File: config.mk
export PLATFORM = sky130hd
export DESIGN_NAME = hockey
export DESIGN_NICKNAME = d
export VERILOG_FILES = /design/src/hockey_pkg.sv /design/src/puck_motion.sv /design/src/game_ctrl.sv /design/src/hockey_display.sv /design/src/hockey.sv
export VERILOG_INCLUDE_DIRS = /design/src
export SDC_FILE = /design/constraint.sdc
export NUM_CORES = 1
export LEC_CHECK = 0
export BUFFER_PORTS_ARGS = -buffer_cell sky130_fd_sc_hd__clkbuf_2
export CORE_UTILIZATION = 40
export DETAILED_ROUTE_END_ITERATION = 8
export GPL_TIMING_DRIVEN = 0
export HOLD_SLACK_MARGIN = 0.12
export SYNTH_ARGS = -nofsm -noshare
export SYNTH_HDL_FRONTEND = slang
export SYNTH_SLANG_ARGS = --single-unit
File: constraint.sdc
create_clock -name clk -period 3.36 [get_ports clk]
set_input_delay 0.672 -clock clk [delete_from_list [all_inputs] [get_ports clk]]
set_output_delay 0.672 -clock clk [all_outputs]
set_load 0.02 [all_outputs]
File: src/hockey_params.svh
// Field size, timing and segment constants for the air hockey RTL and its testbench
`ifndef HOCKEY_PARAMS_SVH
`define HOCKEY_PARAMS_SVH

// Field size
`define HOCKEY_COLS 5
`define HOCKEY_ROWS 5

// Clock cycles per step time
// Set to 200000000 for a 2 s step on the board
`define HOCKEY_STEP_TICKS 8

// Clock cycles per blink phase on the end screen
`define HOCKEY_BLINK_TICKS 6

`define HOCKEY_WIN_SCORE 3

// Active-low abcdefg segment patterns
`define SEG_0 7'b0000001
`define SEG_1 7'b1001111
`define SEG_2 7'b0010010
`define SEG_3 7'b0000110
`define SEG_4 7'b1001100
`define SEG_A 7'b0001000
`define SEG_B 7'b1100000
`define SEG_DASH 7'b1111110
`define SEG_BLANK 7'b1111111

`endif

File: src/hockey_pkg.sv
// Game state and puck direction types shared by the controller, puck, display and testbench
package hockey_pkg;

    typedef enum logic [3:0] {
        IDLE       = 4'd0,
        SHOW_SCORE = 4'd1,
        SERVE_A    = 4'd2,
        SERVE_B    = 4'd3,
        TRAVEL_A   = 4'd4,   // Heading toward A's edge
        TRAVEL_B   = 4'd5,
        RECEIVE_A  = 4'd6,
        RECEIVE_B  = 4'd7,
        GOAL_A     = 4'd8,   // A scored
        GOAL_B     = 4'd9,
        GAME_OVER  = 4'd10
    } game_state_t;

    // Value 3 is not named and moves straight
    typedef enum logic [1:0] {
        STRAIGHT = 2'd0,
        DOWN     = 2'd1,     // Row increasing
        UP       = 2'd2
    } puck_dir_t;

endpackage

File: src/puck_motion.sv
// Puck position and heading registers, driven by serve, return and step pulses from game_ctrl
`timescale 1ns/1ps
`include "hockey_params.svh"

module puck_motion (
    input  logic                  clk,
    input  logic                  rst,
    input  logic                  serve_a,
    input  logic                  serve_b,
    input  logic                  return_a,
    input  logic                  return_b,
    input  logic                  step,
    input  logic [2:0]            launch_row,
    input  hockey_pkg::puck_dir_t launch_dir,
    output logic [2:0]            puck_col,
    output logic [2:0]            puck_row,
    output logic                  at_edge
);

    hockey_pkg::puck_dir_t dir;
    hockey_pkg::puck_dir_t src_dir;
    hockey_pkg::puck_dir_t next_dir;
    logic [2:0]            next_row;
    logic                  toward_b;   // Column increasing

    // A return takes the returning player's direction
    assign src_dir = (return_a || return_b) ? launch_dir : dir;

    // Row step with bounce off the top and bottom rows
    always_comb
    begin
        next_row = puck_row;
        next_dir = hockey_pkg::STRAIGHT;
        case (src_dir)
            hockey_pkg::DOWN:
            begin
                if (puck_row == 3'(`HOCKEY_ROWS - 1))
                begin
                    next_row = puck_row - 3'd1;
                    next_dir = hockey_pkg::UP;
                end
                else
                begin
                    next_row = puck_row + 3'd1;
                    next_dir = hockey_pkg::DOWN;
                end
            end
            hockey_pkg::UP:
            begin
                if (puck_row == 3'd0)
                begin
                    next_row = puck_row + 3'd1;
                    next_dir = hockey_pkg::DOWN;
                end
                else
                begin
                    next_row = puck_row - 3'd1;
                    next_dir = hockey_pkg::UP;
                end
            end
            default:
            begin
                next_row = puck_row;   // Straight, also the unused code 3
                next_dir = hockey_pkg::STRAIGHT;
            end
        endcase
    end

    always_ff @(posedge clk or posedge rst)
    begin
        if (rst)
        begin
            puck_col <= 3'd0;
            puck_row <= 3'd0;
            dir      <= hockey_pkg::STRAIGHT;
            toward_b <= 1'b1;
        end
        else if (serve_a || serve_b)
        begin
            puck_col <= serve_a ? 3'd0 : 3'(`HOCKEY_COLS - 1);
            puck_row <= launch_row;
            dir      <= launch_dir;
            toward_b <= serve_a;
        end
        else if (return_a || return_b)
        begin
            puck_col <= return_a ? 3'd1 : 3'(`HOCKEY_COLS - 2);
            puck_row <= next_row;
            dir      <= next_dir;
            toward_b <= return_a;
        end
        else if (step)
        begin
            puck_col <= toward_b ? puck_col + 3'd1 : puck_col - 3'd1;
            puck_row <= next_row;
            dir      <= next_dir;
        end
    end

    assign at_edge = toward_b ? (puck_col == 3'(`HOCKEY_COLS - 1)) : (puck_col == 3'd0);

    assert property (@(posedge clk) disable iff (rst)
        (puck_col < 3'(`HOCKEY_COLS)) && (puck_row < 3'(`HOCKEY_ROWS)))
        else $error("puck left the field: col %0d row %0d", puck_col, puck_row);

endmodule

File: src/game_ctrl.sv
// Game sequencer: start, serve, travel, receive window, goals, end screen and score keeping
`timescale 1ns/1ps
`include "hockey_params.svh"

module game_ctrl (
    input  logic                    clk,
    input  logic                    rst,
    input  logic                    btn_a,
    input  logic                    btn_b,
    input  logic [1:0]              dir_a,
    input  logic [1:0]              dir_b,
    input  logic [2:0]              row_a,
    input  logic [2:0]              row_b,
    input  logic [2:0]              puck_row,
    input  logic                    at_edge,
    output hockey_pkg::game_state_t state,
    output logic [1:0]              score_a,
    output logic [1:0]              score_b,
    output logic                    blink,
    output logic                    serve_a,
    output logic                    serve_b,
    output logic                    return_a,
    output logic                    return_b,
    output logic                    step,
    output logic [2:0]              launch_row,
    output hockey_pkg::puck_dir_t   launch_dir
);

    localparam int TICK_MAX = (`HOCKEY_STEP_TICKS > `HOCKEY_BLINK_TICKS) ?
                              `HOCKEY_STEP_TICKS : `HOCKEY_BLINK_TICKS;
    localparam int TIMER_W  = $clog2(TICK_MAX);

    logic [TIMER_W-1:0] timer;
    logic               step_done;
    logic               blink_done;
    logic               timer_run;
    logic               first_a;     // A serves after the score screen
    logic [2:0]         hops_left;   // Steps until the puck reaches the far edge

    assign step_done  = (timer == TIMER_W'(`HOCKEY_STEP_TICKS - 1));
    assign blink_done = (timer == TIMER_W'(`HOCKEY_BLINK_TICKS - 1));
    assign timer_run  = state inside {hockey_pkg::SHOW_SCORE, hockey_pkg::TRAVEL_A,
                                      hockey_pkg::TRAVEL_B, hockey_pkg::RECEIVE_A,
                                      hockey_pkg::RECEIVE_B, hockey_pkg::GOAL_A,
                                      hockey_pkg::GOAL_B};

    // Puck pulses, same cycle as the press or timer wrap
    assign serve_a  = (state == hockey_pkg::SERVE_A) && btn_a && (row_a < 3'(`HOCKEY_ROWS));
    assign serve_b  = (state == hockey_pkg::SERVE_B) && btn_b && (row_b < 3'(`HOCKEY_ROWS));
    assign return_a = (state == hockey_pkg::RECEIVE_A) && btn_a && (row_a == puck_row);
    assign return_b = (state == hockey_pkg::RECEIVE_B) && btn_b && (row_b == puck_row);
    assign step     = ((state == hockey_pkg::TRAVEL_A) || (state == hockey_pkg::TRAVEL_B))
                      && step_done;

    assign launch_row = (state == hockey_pkg::SERVE_B) ? row_b : row_a;
    assign launch_dir = hockey_pkg::puck_dir_t'(((state == hockey_pkg::SERVE_B) ||
                                                 (state == hockey_pkg::RECEIVE_B)) ?
                                                dir_b : dir_a);

    always_ff @(posedge clk or posedge rst)
    begin
        if (rst)
            timer <= '0;
        else if (state == hockey_pkg::GAME_OVER)
            timer <= blink_done ? '0 : timer + 1'b1;
        else if (timer_run && !step_done && !return_a && !return_b)
            timer <= timer + 1'b1;
        else
            timer <= '0;
    end

    always_ff @(posedge clk or posedge rst)
    begin
        if (rst)
        begin
            state     <= hockey_pkg::IDLE;
            score_a   <= 2'd0;
            score_b   <= 2'd0;
            blink     <= 1'b0;
            first_a   <= 1'b1;
            hops_left <= 3'd0;
        end
        else
        begin
            case (state)
                hockey_pkg::IDLE:
                begin
                    if (btn_a || btn_b)
                    begin
                        first_a <= btn_a;   // A wins a tie
                        state   <= hockey_pkg::SHOW_SCORE;
                    end
                end
                hockey_pkg::SHOW_SCORE:
                begin
                    if (step_done)
                        state <= first_a ? hockey_pkg::SERVE_A : hockey_pkg::SERVE_B;
                end
                hockey_pkg::SERVE_A, hockey_pkg::SERVE_B:
                begin
                    if (serve_a || serve_b)
                    begin
                        hops_left <= 3'(`HOCKEY_COLS - 1);
                        state     <= serve_a ? hockey_pkg::TRAVEL_B : hockey_pkg::TRAVEL_A;
                    end
                end
                hockey_pkg::TRAVEL_A, hockey_pkg::TRAVEL_B:
                begin
                    if (step)
                    begin
                        hops_left <= hops_left - 3'd1;
                        if (hops_left == 3'd1)
                            state <= (state == hockey_pkg::TRAVEL_A) ?
                                     hockey_pkg::RECEIVE_A : hockey_pkg::RECEIVE_B;
                    end
                end
                hockey_pkg::RECEIVE_A:
                begin
                    if (return_a)
                    begin
                        hops_left <= 3'(`HOCKEY_COLS - 2);
                        state     <= hockey_pkg::TRAVEL_B;
                    end
                    else if (step_done)
                    begin
                        score_b <= score_b + 2'd1;
                        state   <= hockey_pkg::GOAL_B;
                    end
                end
                hockey_pkg::RECEIVE_B:
                begin
                    if (return_b)
                    begin
                        hops_left <= 3'(`HOCKEY_COLS - 2);
                        state     <= hockey_pkg::TRAVEL_A;
                    end
                    else if (step_done)
                    begin
                        score_a <= score_a + 2'd1;
                        state   <= hockey_pkg::GOAL_A;
                    end
                end
                hockey_pkg::GOAL_A:
                begin
                    if (step_done)
                        state <= (score_a == 2'(`HOCKEY_WIN_SCORE)) ?
                                 hockey_pkg::GAME_OVER : hockey_pkg::SERVE_B;
                end
                hockey_pkg::GOAL_B:
                begin
                    if (step_done)
                        state <= (score_b == 2'(`HOCKEY_WIN_SCORE)) ?
                                 hockey_pkg::GAME_OVER : hockey_pkg::SERVE_A;
                end
                hockey_pkg::GAME_OVER:
                begin
                    if (blink_done)
                        blink <= ~blink;
                end
                default: state <= hockey_pkg::IDLE;
            endcase
        end
    end

    // No play after a winning score
    assert property (@(posedge clk) disable iff (rst)
        ((score_a == 2'(`HOCKEY_WIN_SCORE)) || (score_b == 2'(`HOCKEY_WIN_SCORE))) |->
        (state inside {hockey_pkg::GOAL_A, hockey_pkg::GOAL_B, hockey_pkg::GAME_OVER}))
        else $error("play continued at a winning score: %0d-%0d", score_a, score_b);

    assert property (@(posedge clk) disable iff (rst)
        $onehot0({serve_a, serve_b, return_a, return_b, step}))
        else $error("more than one puck pulse in a cycle");

    // The puck sits on the receiver's edge for the whole window
    assert property (@(posedge clk) disable iff (rst)
        (state inside {hockey_pkg::RECEIVE_A, hockey_pkg::RECEIVE_B}) |-> at_edge)
        else $error("receive window without the puck at the edge");

endmodule

File: src/hockey_display.sv
// Combinational decode of game state, scores and puck into seven-segment digits and LEDs
`timescale 1ns/1ps
`include "hockey_params.svh"

module hockey_display (
    input  hockey_pkg::game_state_t state,
    input  logic [1:0]              score_a,
    input  logic [1:0]              score_b,
    input  logic                    blink,
    input  logic [2:0]              puck_col,
    input  logic [2:0]              puck_row,
    input  logic [2:0]              row_a,
    input  logic [2:0]              row_b,
    output logic                    led_a,
    output logic                    led_b,
    output logic [4:0]              led_x,
    output logic [6:0]              ssd0,
    output logic [6:0]              ssd1,
    output logic [6:0]              ssd2,
    output logic [6:0]              ssd4
);

    logic [6:0] seg_score_a;
    logic [6:0] seg_score_b;
    logic       a_wins;

    // Rows 5 to 7 show a dash
    function automatic logic [6:0] seg_digit(input logic [2:0] value);
        case (value)
            3'd0:    seg_digit = `SEG_0;
            3'd1:    seg_digit = `SEG_1;
            3'd2:    seg_digit = `SEG_2;
            3'd3:    seg_digit = `SEG_3;
            3'd4:    seg_digit = `SEG_4;
            default: seg_digit = `SEG_DASH;
        endcase
    endfunction

    assign seg_score_a = seg_digit({1'b0, score_a});
    assign seg_score_b = seg_digit({1'b0, score_b});
    assign a_wins      = (score_a > score_b);

    always_comb
    begin
        ssd0  = `SEG_BLANK;
        ssd1  = `SEG_BLANK;
        ssd2  = `SEG_BLANK;
        ssd4  = `SEG_BLANK;
        led_a = 1'b0;
        led_b = 1'b0;
        led_x = 5'b00000;
        case (state)
            hockey_pkg::IDLE:
            begin
                ssd2  = `SEG_A;   // "A-b"
                ssd1  = `SEG_DASH;
                ssd0  = `SEG_B;
                led_a = 1'b1;
                led_b = 1'b1;
            end
            hockey_pkg::SHOW_SCORE, hockey_pkg::GOAL_A, hockey_pkg::GOAL_B:
            begin
                ssd2  = seg_score_a;
                ssd1  = `SEG_DASH;
                ssd0  = seg_score_b;
                led_x = 5'b11111;
            end
            hockey_pkg::SERVE_A:
            begin
                ssd4  = seg_digit(row_a);   // Live row choice
                led_a = 1'b1;
            end
            hockey_pkg::SERVE_B:
            begin
                ssd4  = seg_digit(row_b);
                led_b = 1'b1;
            end
            hockey_pkg::TRAVEL_A, hockey_pkg::TRAVEL_B:
            begin
                ssd4  = seg_digit(puck_row);
                led_x = 5'b10000 >> puck_col;   // Column 0 on the MSB
            end
            hockey_pkg::RECEIVE_A:
            begin
                ssd4  = seg_digit(puck_row);
                led_a = 1'b1;
                led_x = 5'b10000;
            end
            hockey_pkg::RECEIVE_B:
            begin
                ssd4  = seg_digit(puck_row);
                led_b = 1'b1;
                led_x = 5'b00001;
            end
            hockey_pkg::GAME_OVER:
            begin
                ssd2  = seg_score_a;
                ssd1  = `SEG_DASH;
                ssd0  = seg_score_b;
                ssd4  = a_wins ? `SEG_A : `SEG_B;
                led_a = a_wins;
                led_b = !a_wins;
                led_x = blink ? 5'b10101 : 5'b01010;
            end
            default: led_x = 5'b00000;
        endcase
    end

endmodule

File: src/hockey.sv
// Top level of the air hockey game, joining the controller, puck registers and display
`timescale 1ns/1ps
`include "hockey_params.svh"

module hockey (
    input  logic       clk,
    input  logic       rst,
    input  logic       btn_a,
    input  logic       btn_b,
    input  logic [1:0] dir_a,
    input  logic [1:0] dir_b,
    input  logic [2:0] row_a,
    input  logic [2:0] row_b,
    output logic       led_a,
    output logic       led_b,
    output logic [4:0] led_x,
    output logic [6:0] ssd0,
    output logic [6:0] ssd1,
    output logic [6:0] ssd2,
    output logic [6:0] ssd4
);

    hockey_pkg::game_state_t state;
    hockey_pkg::puck_dir_t   launch_dir;
    logic [1:0]              score_a;
    logic [1:0]              score_b;
    logic                    blink;
    logic                    serve_a;
    logic                    serve_b;
    logic                    return_a;
    logic                    return_b;
    logic                    step;
    logic [2:0]              launch_row;
    logic [2:0]              puck_col;
    logic [2:0]              puck_row;
    logic                    at_edge;

    game_ctrl game_ctrl_i (.*);

    puck_motion puck_motion_i (.*);

    hockey_display hockey_display_i (.*);

endmodule

==> Yosys cells after proc, flatten, opt, wreduce, memory -nomap -nowiden <==
Index checks and enable logic that the tools add are counted.
{ "word_totals": {"regBits": 25, "in_bits": 14, "out_inout_bits": 35, "elab_cells": 180} }
{ "op_classes": {"n_addsub": 8, "magnitude_cmp": 3, "n_eq_ne": 46, "shift": 1, "muxes": 62, "bitwise": 4, "n_reduce_logical": 45} }
{ "ops": {"columns": ["op", "count"], "rows": [
  ["7-bit case mux with 5 select lines", 3],
  ["7-bit case mux with 4 select lines", 3],
  ["3-bit two-way mux", 18],
  ["4-bit two-way mux", 13],
  ["4-bit case mux with 9 select lines", 1],
  ["7-bit case mux with 2 select lines", 2],
  ["5-bit case mux with 5 select lines", 1],
  ["3-bit by 2-bit == test with 1-bit output, second input constant", 6],
  ["2-bit by 1-bit != test with 1-bit output, second input constant", 9],
  ["4-bit by 3-bit == test with 1-bit output, second input constant", 4],
  ["2-bit two-way mux", 8],
  ["3-bit == test, second input constant", 5],
  ["3-bit by 1-bit == test with 1-bit output, second input constant", 4],
  ["4-bit == test, second input constant", 3],
  ["1-bit logical AND", 12],
  ["3-bit case mux with 4 select lines", 1],
  ["2-bit == test, second input constant", 5],
  ["10-bit AND reduction", 1],
  ["3-bit by 1-bit adder with 3-bit output, second input constant", 3],
  ["3-bit zero test", 3],
  ["3-bit OR reduction", 3],
  ["3-bit by 1-bit subtractor with 3-bit output, second input constant", 3],
  ["4-bit by 2-bit == test with 1-bit output, second input constant", 2],
  ["4-bit OR reduction", 2],
  ["other kinds (28)", 54]
]} }

==> Logic depth before layout (Yosys ltp) <==
Gate-level depths: netlist of run 1.
{ "depth": {"depth_word": 10, "ltp_mapped": 12, "ltp_nobuf": 10} }

==> By module <==
From an unflattened synthesis of run 1, not the netlist that was laid out.
{ "hier_totals": {"cells_unflattened": 314, "area_unflattened_um2": 2566.2} }
{ "modules_own_cells": {"columns": ["module", "n_inst", "cells_per_inst", "area_per_inst_um2", "seq_area_each_um2"], "rows": [
  ["game_ctrl", 1, 125, 1186.1, 401.6],
  ["hockey_display", 1, 115, 699.4, 0.0],
  ["puck_motion", 1, 74, 680.7, 226.5]
]} }

==> Worst setup path after synthesis of run 1 <==
OpenSTA, ideal clock, no wires.
{ "synth_path": {"kind": "input to register", "start": "input row_a[0]", "end": "register puck_motion_i.puck_row[2]", "setup_time_ns": 0.066, "arrival_ns": 2.869, "required_ns": 3.294, "slack_ns": 0.425, "cell_stages": 12, "n_path_buf": 2, "path_cell_list": "buf_2 > xnor2_1 > nand4_1 > o22ai_1 > buf_2 > nand2_1 > o21ai_0 > ha_1 > mux2i_1 > mux2_2 > o2111ai_1 > o311a_1"} }
{ "synth_via": {"elab_chain_cells": 9, "elab_cells_between_ends": 14, "classes_between": "order compare: 1; eq/ne: 3; mux: 5; reduce/logical: 5"} }
{ "synth_rtl": {"columns": ["element", "line_no", "text"], "rows": [
  ["start: declaration", "hockey.sv:12", "input logic [2:0] row_a,"],
  ["3-bit == test", "game_ctrl.sv:50", "assign return_a = (state == hockey_pkg::RECEIVE_A) && btn_a && (row_a == puck_row);"],
  ["1-bit logical AND", "game_ctrl.sv:50", null],
  ["1-bit logical OR", "puck_motion.sv:27, puck_motion.sv:85", null],
  ["2-bit two-way mux", "puck_motion.sv:27", "assign src_dir = (return_a || return_b) ? launch_dir : dir;"],
  ["2-bit == test or 2-bit by 1-bit == test with 1-bit output (tied branches)", "puck_motion.sv:34", "case (src_dir)"],
  ["3-bit case mux with 2 select lines", "puck_motion.sv:34", null],
  ["3-bit two-way mux", "puck_motion.sv:92", "else if (step)"],
  ["3-bit two-way mux", "puck_motion.sv:85", "else if (return_a || return_b)"],
  ["3-bit two-way mux", "puck_motion.sv:78", "else if (serve_a || serve_b)"],
  ["end signal: assignment", "puck_motion.sv:81", "puck_row <= launch_row;"],
  ["end signal: assignment", "puck_motion.sv:88", "puck_row <= next_row;"],
  ["end signal: assignment", "puck_motion.sv:95", "puck_row <= next_row;"],
  ["end: declaration", "puck_motion.sv:16", "output logic [2:0] puck_row,"]
]} }
Parallel ways exist; a longest one is shown, timed or not. The select of a mux whose other input is x is not followed.
A chain may end at the register's enable or synchronous reset.

==> Final worst setup path of run 1 <==
{ "layout_path": {"start": "register puck_motion_i.puck_row[1]", "end": "output ssd4[3]"} }
{ "layout_via": {"elab_chain_cells": 3, "elab_cells_between_ends": 7, "classes_between": "eq/ne: 4; mux: 2; reduce/logical: 1"} }
{ "layout_rtl": {"columns": ["element", "line_no", "text"], "rows": [
  ["3-bit == test (tied with other cells)", "hockey_display.sv:29", "case (value)"],
  ["7-bit case mux with 5 select lines *", "hockey_display.sv:29", null],
  ["7-bit case mux with 4 select lines *", "hockey_display.sv:52", "case (state)"],
  ["end: declaration", "hockey.sv:20", "output logic [6:0] ssd4"]
]} }
Every way passes the cells marked *; elsewhere a longest branch is shown, timed or not.

==> out/results.tsv, run 1 <==
metric	value	unit
Worst Skew	0.001750	ns
Root Driver	clkbuf_8	
dominant cell type by area after synthesis	dfrtp_1	
P_leak	1.396	nW
die area	6922	um2
WL/cell	15.71	um
htree depth	1	
Core Area	6350	um2
Synth area leaders	dfrtp_1, ha_1, nand2_1, xnor2_1, o21ai_0	
CP cell instances	inv_1 -> ha_1 -> or4_1 -> a21oi_1 -> or3_1 -> a21oi_1 -> o211ai_1 -> clkbuf_2	
relative slew slack	30.54	%
Clock Path Buffers	2	
input/output buffers	39	
filler instances	642	
Avg Inst Size Synth	8.017	um2
sum of negative setup slack	0	ns
Hold Path Class	flop to flop	
Crit path required time	2.69	ns
status	finished clean	
Post-DRT Antenna Nets	0	
Critical Path AT	2.45	ns
Synth top area share	21.82	%
height of the die	83.20	um
vias in the first global route	2469	
asr flop ratio synth	100.0	%
Power Total	2.724	mW
Power Dens Cells	905.7	nW/um2
DP Worst Slack	-0.04566	ns
crit path time final	3.127	ns
CTS Buf Count	3	
cell mode on critical path	a21oi_1	
die width	83.20	um
max cap viols	0	
worst vdd ir	0.4713	mV
setup ws final	0.2334	ns
Worst-path clk slew	0.09	ns
largest net degree at the start of global routing	26	
Area growth, synth to finish	14.04	%
Post-DP Area	2948	um2
Final Net Count	420	
Skew-Pair Late Insertion Delay	0.27	ns
HPWL after DPL	5470	um
Yosys warnings	0	
sequential share of the synthesized area	23.81	%
Initial DRT Pass Iterations	4	
CP endpoint kind	primary output	
vias per inst	5.577	
max-slew violations	0	
clock sink count	25	
total grt overflow	0	
all-layer global routing usage	21.33	%
initial core utilization	41.54	%
Finished Cell Area	3008	um2
share of cells above drive strength 1	20.32	%
TritonCTS clock tree	yes	
register area	628.1	um2
Post-synth EDFFs	0	
final hold violation count	0	
CP Class	flop to primary output	
total number of vias	2543	
Yosys cell types	62	
drt total wl	7165	um
fmax	319.8	MHz
CP max-delay cell	dfrtp_1	
RSZ-0062 raised after global routing	no	
CP peak stage delay	0.51	ns
number of core rows	29	
Iteration-0 DRC Markers	113	
first-pass GRT wire length	12140	um
Worst-Margin Slew	1.041	ns
Primary FF master, synth	dfrtp_1	
Post-Synthesis Cells	329	
Worst Path Max Fanout	6	
Tcrit/Tclk final	93.05	%
Util after Layout	47.37	%
top post-synthesis cells by count	nand2_1, ha_1, inv_1	
mapped cell area	2638	um2
Multi-input gate area	1797	um2
diodes inserted	0	
initial antenna violation count	0	
count of final setup violators	0	
# DRC	0	
GPL Wtd Cong	0.8357	
# IOs	49	
Worst Setup Start Kind	flop	
post-synthesis register bit count	25	
most frequent cell after synthesis	nand2_1	
worst max-delay path: cells and delay by family, from the launching register on:
kind                     cells  cell delay, ns
buffers and inverters        2            0.36
adder cells (fa/ha/maj)      1            0.23
AND/OR/NAND/NOR              2            0.66
AO/OA/AOI/OAI                3            0.42
flip-flops                   1            0.51
what timing repair did:
| item | in CTS | in global routing |
|---|---|---|
| hold buffers | 0 | 0 |
| setup buffers | 0 | 2 |
| endpoints found under the setup margin | 0 | 1 |
| resized for setup | 0 | 0 |
worst paths after layout:
| path | slack, ns | start | endpoint | cells after the start |
|---|---|---|---|---|
| max in group asynchronous | 2.11 | rst | game_ctrl_i.score_a[0] | 2 |
| max | 0.23 | puck_motion_i.puck_row[1] | ssd4[3] | 8 |
| max reg2reg | 0.26 | puck_motion_i.puck_row[2] | puck_motion_i.puck_row[2] | 12 |
| min in group asynchronous | 0.62 | rst | game_ctrl_i.hops_left[0] | 2 |
| min reg2reg | 0.48 | game_ctrl_i.timer[0] | game_ctrl_i.timer[0] | 1 |
| min | 0.48 | game_ctrl_i.timer[0] | game_ctrl_i.timer[0] | 1 |
layout make-up:
class | count | share of cell area, %
timing repair buffer | 41 | 6.988
multi-input combinational | 258 | 59.73
clock buffer | 4 | 1.498
inverter | 26 | 3.245
buffer | 25 | 4.451
tap | 77 | 3.203
sequential | 25 | 20.88
where the power goes:
part	leakage [nW]	internal, mW	switching (mW)
registers	0.315	0.419	0.103
clock network	0.0228	0.0851	0.104
logic	1.06	0.772	1.24
kinds of logic (layout without fill, tap and decap cells):
| kind of cell | Yosys count | in the layout | synth area share (%) |
|---|---|---|---|
| simple gates | 105 | 105 | 20.97 |
| compound gates | 96 | 96 | 24.34 |
| buf+inv | 51 | 96 | 8.776 |
| fa+ha+maj | 26 | 26 | 12.62 |
| flops | 25 | 25 | 23.81 |
| xor+xnor | 14 | 14 | 4.649 |
| mux | 11 | 11 | 4.696 |
| other cells | 1 | 6 | 0.1422 |
registers in the layout, indices dropped and copies added (netlist names):
register,flops
game_ctrl_i.score_a,2
puck_motion_i.puck_col,3
puck_motion_i.toward_b,1
game_ctrl_i.state,4
game_ctrl_i.first_a,1
game_ctrl_i.hops_left,3
game_ctrl_i.blink,1
game_ctrl_i.timer,3
puck_motion_i.puck_row,3
puck_motion_i.dir,2
game_ctrl_i.score_b,2
through the flow:
stage,hold slack [ns],std cells
2_1_floorplan,0.4389,334
3_3_place_gp,0.4583,450
3_5_place_dp,0.4700,450
4_1_cts,0.4834,454
5_1_grt,0.5153,456
6_report,0.4768,456
layer usage:
layer  global-route usage, %  vias up  part of all wire, %
met3                   2.684       11                  4.5
met2                   37.11       66                   49
met1                   28.00     1207                   45
li1                        -     1259                    -
met5                       0        -                    0
met4                   5.172        0                  1.5
layout by cell type (no fill, tap or decap), types with 4 or more instances in the layout:
master	count
dfrtp_1	23
o22ai_1	5
o2111ai_1	4
ha_1	25
mux2i_1	6
buf_4	8
a211oi_1	6
buf_2	14
o211ai_1	4
nand3_1	11
nor2b_1	7
inv_1	25
o21ai_1	9
clkbuf_2	39
clkbuf_1	5
nand4_1	5
nand2_1	34
xnor2_1	14
a21oi_1	18
conb_1	6
nor2_1	20
o21ai_0	19
or3_1	5
Power figures use the tool's default switching activity.
==> inputs of run 2 (changes only) <==
- CORE_MARGIN: default -> 2
- REMOVE_ABC_BUFFERS: default -> 1
- SLEW_MARGIN: default -> 5
==> out/results.tsv, run 2 (synthesized netlist as in run 1, its figures left out) <==
metric	value	unit	change
Worst-path clk slew	0.09	ns	about the same
GPL Wtd Cong	0.8721		+4.4%
Area growth, synth to finish	9.677	%	
HPWL after DPL	5028	um	-8.1%
Power Dens Cells	907.0	nW/um2	+0.14%
count of final setup violators	0		unchanged
# IOs	49		unchanged
CTS Buf Count	3		unchanged
Worst-Margin Slew	0.9792	ns	-0.06150 ns
commonest non-fill, non-tap cell in the layout	clkbuf_2		
status	finished clean		
vias per inst	5.681		+1.9%
final hold violation count	0		unchanged
R2R depth	10		-2
RSZ-0062 raised after global routing	no		
Root Driver	clkbuf_8		
Initial DRT Pass Iterations	4		unchanged
Post-DRT Antenna Nets	0		unchanged
drt total wl	6568	um	-8.3%
P_leak	1.305	nW	-6.5%
die width	85.20	um	+2.4%
CP cell instances	inv_1 -> ha_1 -> nor2b_1 -> o21ai_0 -> nand3_1 -> o21a_1 -> o32ai_1 -> clkbuf_2		
Hold Path Class	flop to flop		
Crit path required time	2.69	ns	about the same
initial antenna violation count	0		unchanged
Iteration-0 DRC Markers	141		+25%
fmax	321.5	MHz	+0.53%
# DRC	0		unchanged
cts hold-fix bufs	0		unchanged
Clock Path Buffers	2		unchanged
TritonCTS clock tree	yes		
CP peak stage delay	0.49	ns	-0.02 ns
max cap viols	0		unchanged
htree depth	1		unchanged
Finished Cell Area	2893	um2	-3.8%
WL/cell	15.20	um	-3.2%
Largest Register	game_ctrl_i.state		
depth of the worst hold-timing path	1		unchanged
max reg flops	4		unchanged
diodes inserted	0		unchanged
total number of vias	2454		-3.5%
Util after Layout	45.56	%	-1.8 points
relative slew slack	34.65	%	+4.1 points
Final Net Count	396		-5.7%
Tcrit/Tclk final	92.56	%	-0.49 points
Critical Path AT	2.44	ns	about the same
Skew-Pair Late Insertion Delay	0.27	ns	about the same
Worst Setup Start Kind	flop		
vias in the first global route	2328		-5.7%
CP max-delay cell	o21ai_0		
crit path time final	3.110	ns	-0.01661 ns
height of the die	85.20	um	+2.4%
all-layer global routing usage	18.49	%	-2.8 points
Worst Path Max Fanout	4		-2
CP endpoint kind	primary output		
Core Area	6350	um2	unchanged
worst vdd ir	0.5227	mV	+11%
clock sink count	25		unchanged
Worst Skew	0.006652	ns	+0.004902 ns
number of core rows	29		unchanged
total grt overflow	0		unchanged
largest net degree at the start of global routing	30		+15%
first-pass GRT wire length	11120	um	-8.4%
share of cells above drive strength 1	17.75	%	-2.6 points
input/output buffers	42		+7.7%
die area	7259	um2	+4.9%
total setup buffers inserted after CTS	0		unchanged
r2r setup slk	0.26	ns	about the same
Post-DP Area	2829	um2	-4.0%
commonest cells after routing, fill and taps aside	clkbuf_2, nand2_1, inv_1, ha_1, nor2_1		
max-slew violations	0		unchanged
initial core utilization	41.54	%	unchanged
CP Class	flop to primary output		
run 2: cell types whose count changed in the layout (fill, tap and decap cells not counted), moves of 3 or more:
cell / delta
buf_2: -14
buf_4: -8
clkbuf_1: -4
clkbuf_2: +3
dfrtp_1: -4
dfrtp_2: +4
run 2: through the flow:
stage | setup TNS [ns] | setup WS, ns | std cells | total power [mW] | hold slack [ns]
2_1_floorplan | 0 | 0.3271 | 309 | 1.934 | 0.4389
3_3_place_gp | -1.057 | -0.3868 | 428 | 2.430 | 0.4549
3_5_place_dp | -1.364 | -0.4585 | 428 | 2.446 | 0.4801
4_1_cts | 0 | 0.008601 | 432 | 2.639 | 0.4973
5_1_grt | 0 | 0.07062 | 432 | 2.865 | 0.5311
6_report | 0 | 0.2500 | 432 | 2.624 | 0.4933
run 2: where the power goes:
part / total (mW) / internal (mW) / switching [mW]
Clock: 0.181 / 0.0850 / 0.0963
Combinational: 1.77 / 0.724 / 1.05
Sequential: 0.672 / 0.420 / 0.252
run 2: final timing paths:
kind | start | end
min | game_ctrl_i.blink | game_ctrl_i.blink
max in group asynchronous | rst | game_ctrl_i.state[2]
max reg2reg | game_ctrl_i.state[2] | puck_motion_i.puck_row[2]
min reg2reg | game_ctrl_i.blink | game_ctrl_i.blink
min in group asynchronous | rst | game_ctrl_i.timer[1]
max | game_ctrl_i.score_b[1] | led_b
run 2: what timing repair did:
action | CTS | global route
endpoints found under the setup margin | 5 | 3
cloned | 0 | 0
resized for setup | 3 | 3
run 2: cell type report:
type | count | area [um2]
timing repair buffer | 42 | 210.2
tap | 77 | 96.34
sequential | 25 | 633.1
multi-input combinational | 258 | 1810
fill | 658 | 3457
inverter | 26 | 97.59
clock buffer | 4 | 45.04
run 2: per-layer routing:
layer	global-route usage (%)	part of all wire, %	vias to the layer above
li1	-	-	1221
met1	25.72	46	1159
met3	2.529	5.0	8
met4	3.463	1.1	0
met5	0	0	-
met2	30.89	47	66
run 2: critical path, delay by kind of cell (launching register included):
family | cells | cell delay (ns)
buffers and inverters | 2 | 0.32
AND/OR/NAND/NOR | 2 | 0.27
flip-flops | 1 | 0.40
AO/OA/AOI/OAI | 3 | 0.87
adder cells (fa/ha/maj) | 1 | 0.31
==> inputs of run 3 (changes only) <==
- PLACE_DENSITY: default -> 0.59
==> out/results.tsv, run 3 (synthesized netlist as in run 1, its figures left out) <==
metric	value	unit	change
status	finished clean		
Final Net Count	396		unchanged
CP endpoint kind	primary output		
share of cells above drive strength 1	17.75	%	unchanged
depth of the worst hold-timing path	1		unchanged
Initial DRT Pass Iterations	4		unchanged
Clock Path Buffers	2		unchanged
Worst-Margin Slew	0.9857	ns	+0.006474 ns
max cap viols	0		unchanged
all-layer global routing usage	18.67	%	+0.19 points
Core Area	6350	um2	unchanged
DP Worst Slack	-0.4010	ns	+0.05754 ns
max-slew violations	0		unchanged
worst vdd ir	0.4431	mV	-15%
height of the die	85.20	um	unchanged
CP Class	flop to primary output		
initial antenna violation count	0		unchanged
total number of vias	2396		-2.4%
max reg flops	4		unchanged
number of core rows	29		unchanged
Skew-Pair Late Insertion Delay	0.27	ns	about the same
setup ws final	0.2788	ns	+0.02878 ns
Power Total	2.615	mW	-0.36%
Finished Cell Area	2895	um2	about the same
Worst Setup Start Kind	flop		
filler instances	638		-3.0%
TritonCTS clock tree	yes		
drt total wl	6504	um	-0.97%
# IOs	49		unchanged
total grt overflow	0		unchanged
initial core utilization	41.54	%	unchanged
die area	7259	um2	unchanged
WL/cell	15.06	um	-0.97%
relative slew slack	34.22	%	-0.43 points
register area	635.6	um2	+0.40%
Worst Skew	0.003555	ns	-0.003096 ns
Area growth, synth to finish	9.772	%	about the same
clock sink count	25		unchanged
CTS Buf Count	3		unchanged
CP cell instances	inv_1 -> ha_1 -> ha_1 -> or3_1 -> a21oi_1 -> o211ai_1 -> clkbuf_2		
fmax	324.6	MHz	+0.93%
largest net degree at the start of global routing	30		unchanged
Critical Path AT	2.41	ns	-0.03 ns
htree depth	1		unchanged
Largest Register	game_ctrl_i.state		
GPL Wtd Cong	0.8483		-2.7%
die width	85.20	um	unchanged
cell mode on critical path	ha_1		
Post-DRT Antenna Nets	0		unchanged
commonest non-fill, non-tap cell in the layout	clkbuf_2		
Root Driver	clkbuf_8		
cts hold-fix bufs	0		unchanged
input/output buffers	42		unchanged
CP peak stage delay	0.57	ns	+0.08 ns
vias per inst	5.546		-2.4%
total setup buffers inserted after CTS	0		unchanged
Tcrit/Tclk final	91.70	%	-0.86 points
Worst Path Max Fanout	8		+4
final hold violation count	0		unchanged
vias in the first global route	2324		-0.17%
Hold Path Class	flop to flop		
Crit path required time	2.69	ns	about the same
HPWL after DPL	4924	um	-2.1%
R2R depth	10		unchanged
Power Dens Cells	903.0	nW/um2	-0.44%
RSZ-0062 raised after global routing	no		
commonest cells after routing, fill and taps aside	clkbuf_2, nand2_1, inv_1, ha_1, nor2_1		
Worst-path clk slew	0.09	ns	about the same
P_leak	1.305	nW	about the same
diodes inserted	0		unchanged
first-pass GRT wire length	11160	um	+0.44%
Multi-input gate area	1810	um2	unchanged
# DRC	0		unchanged
Post-DP Area	2829	um2	unchanged
count of final setup violators	0		unchanged
CP max-delay cell	dfrtp_1		
crit path time final	3.081	ns	-0.02878 ns
Iteration-0 DRC Markers	208		+48%
## run 3: cell count changes in the layout (fill, tap and decap cells not counted)
cell | before | now
dfrtp_2 | 4 | 3
dfrtp_4 | 0 | 1
## run 3: worst max-delay path: cells and delay by family, from the launching register on
kind            cells  cell delay, ns
simple gates        1            0.40
flops               1            0.57
buf+inv             2            0.32
compound gates      2            0.34
fa+ha+maj           2            0.51
## run 3: power breakdown
group | switching [mW] | leakage, nW | total (mW) | internal, mW
logic | 1.05 | 0.973 | 1.77 | 0.724
clock network | 0.0920 | 0.0228 | 0.177 | 0.0848
registers | 0.245 | 0.309 | 0.667 | 0.422
total | 1.38 | 1.30 | 2.61 | 1.23
## run 3: repair_timing
action	in CTS	in global routing
setup endpoints to repair	5	3
pin swaps	0	0
resized for setup	3	4
gates cloned	0	0
## run 3: path summary, 6_finish.rpt
check / startpoint / endpoint / slack [ns]
worst min register to register: game_ctrl_i.timer[0] / game_ctrl_i.timer[0] / 0.47
max in group asynchronous: rst / game_ctrl_i.state[2] / 2.05
worst max register to register: game_ctrl_i.state[3] / puck_motion_i.puck_row[2] / 0.29
worst max-delay path: puck_motion_i.puck_row[0] / ssd4[3] / 0.28
min in group asynchronous: rst / game_ctrl_i.timer[0] / 0.61
worst min-delay path: game_ctrl_i.timer[0] / game_ctrl_i.timer[0] / 0.47
## run 3: per-layer routing
| layer | up-vias | global-route usage, % | share of wire [%] |
|---|---|---|---|
| li1 | 1220 | - | - |
| met3 | 4 | 2.335 | 4.4 |
| met2 | 50 | 29.83 | 47 |
| met4 | 0 | 3.752 | 0.69 |
| met1 | 1122 | 27.19 | 48 |
| met5 | - | 0 | 0 |
## run 3: final cells by class
| type | instances | share of cell area (%) |
|---|---|---|
| clock buffers | 4 | 1.556 |
| multi-input cells | 258 | 62.53 |
| repair buffers | 42 | 7.260 |
| flip-flops and latches | 25 | 21.95 |
| well taps | 77 | 3.328 |
| inverters | 26 | 3.371 |
## run 3: metrics by stage
step,util (%),TNS (ns),hold slack [ns],std cells
floorplan,-,0,0.4389,309
global placement,44.55,-0.9085,0.4569,428
detailed placement,44.55,-1.043,0.4596,428
CTS,45.40,0,0.4719,432
global route,45.60,0,0.5065,432
finish,45.60,0,0.4696,432
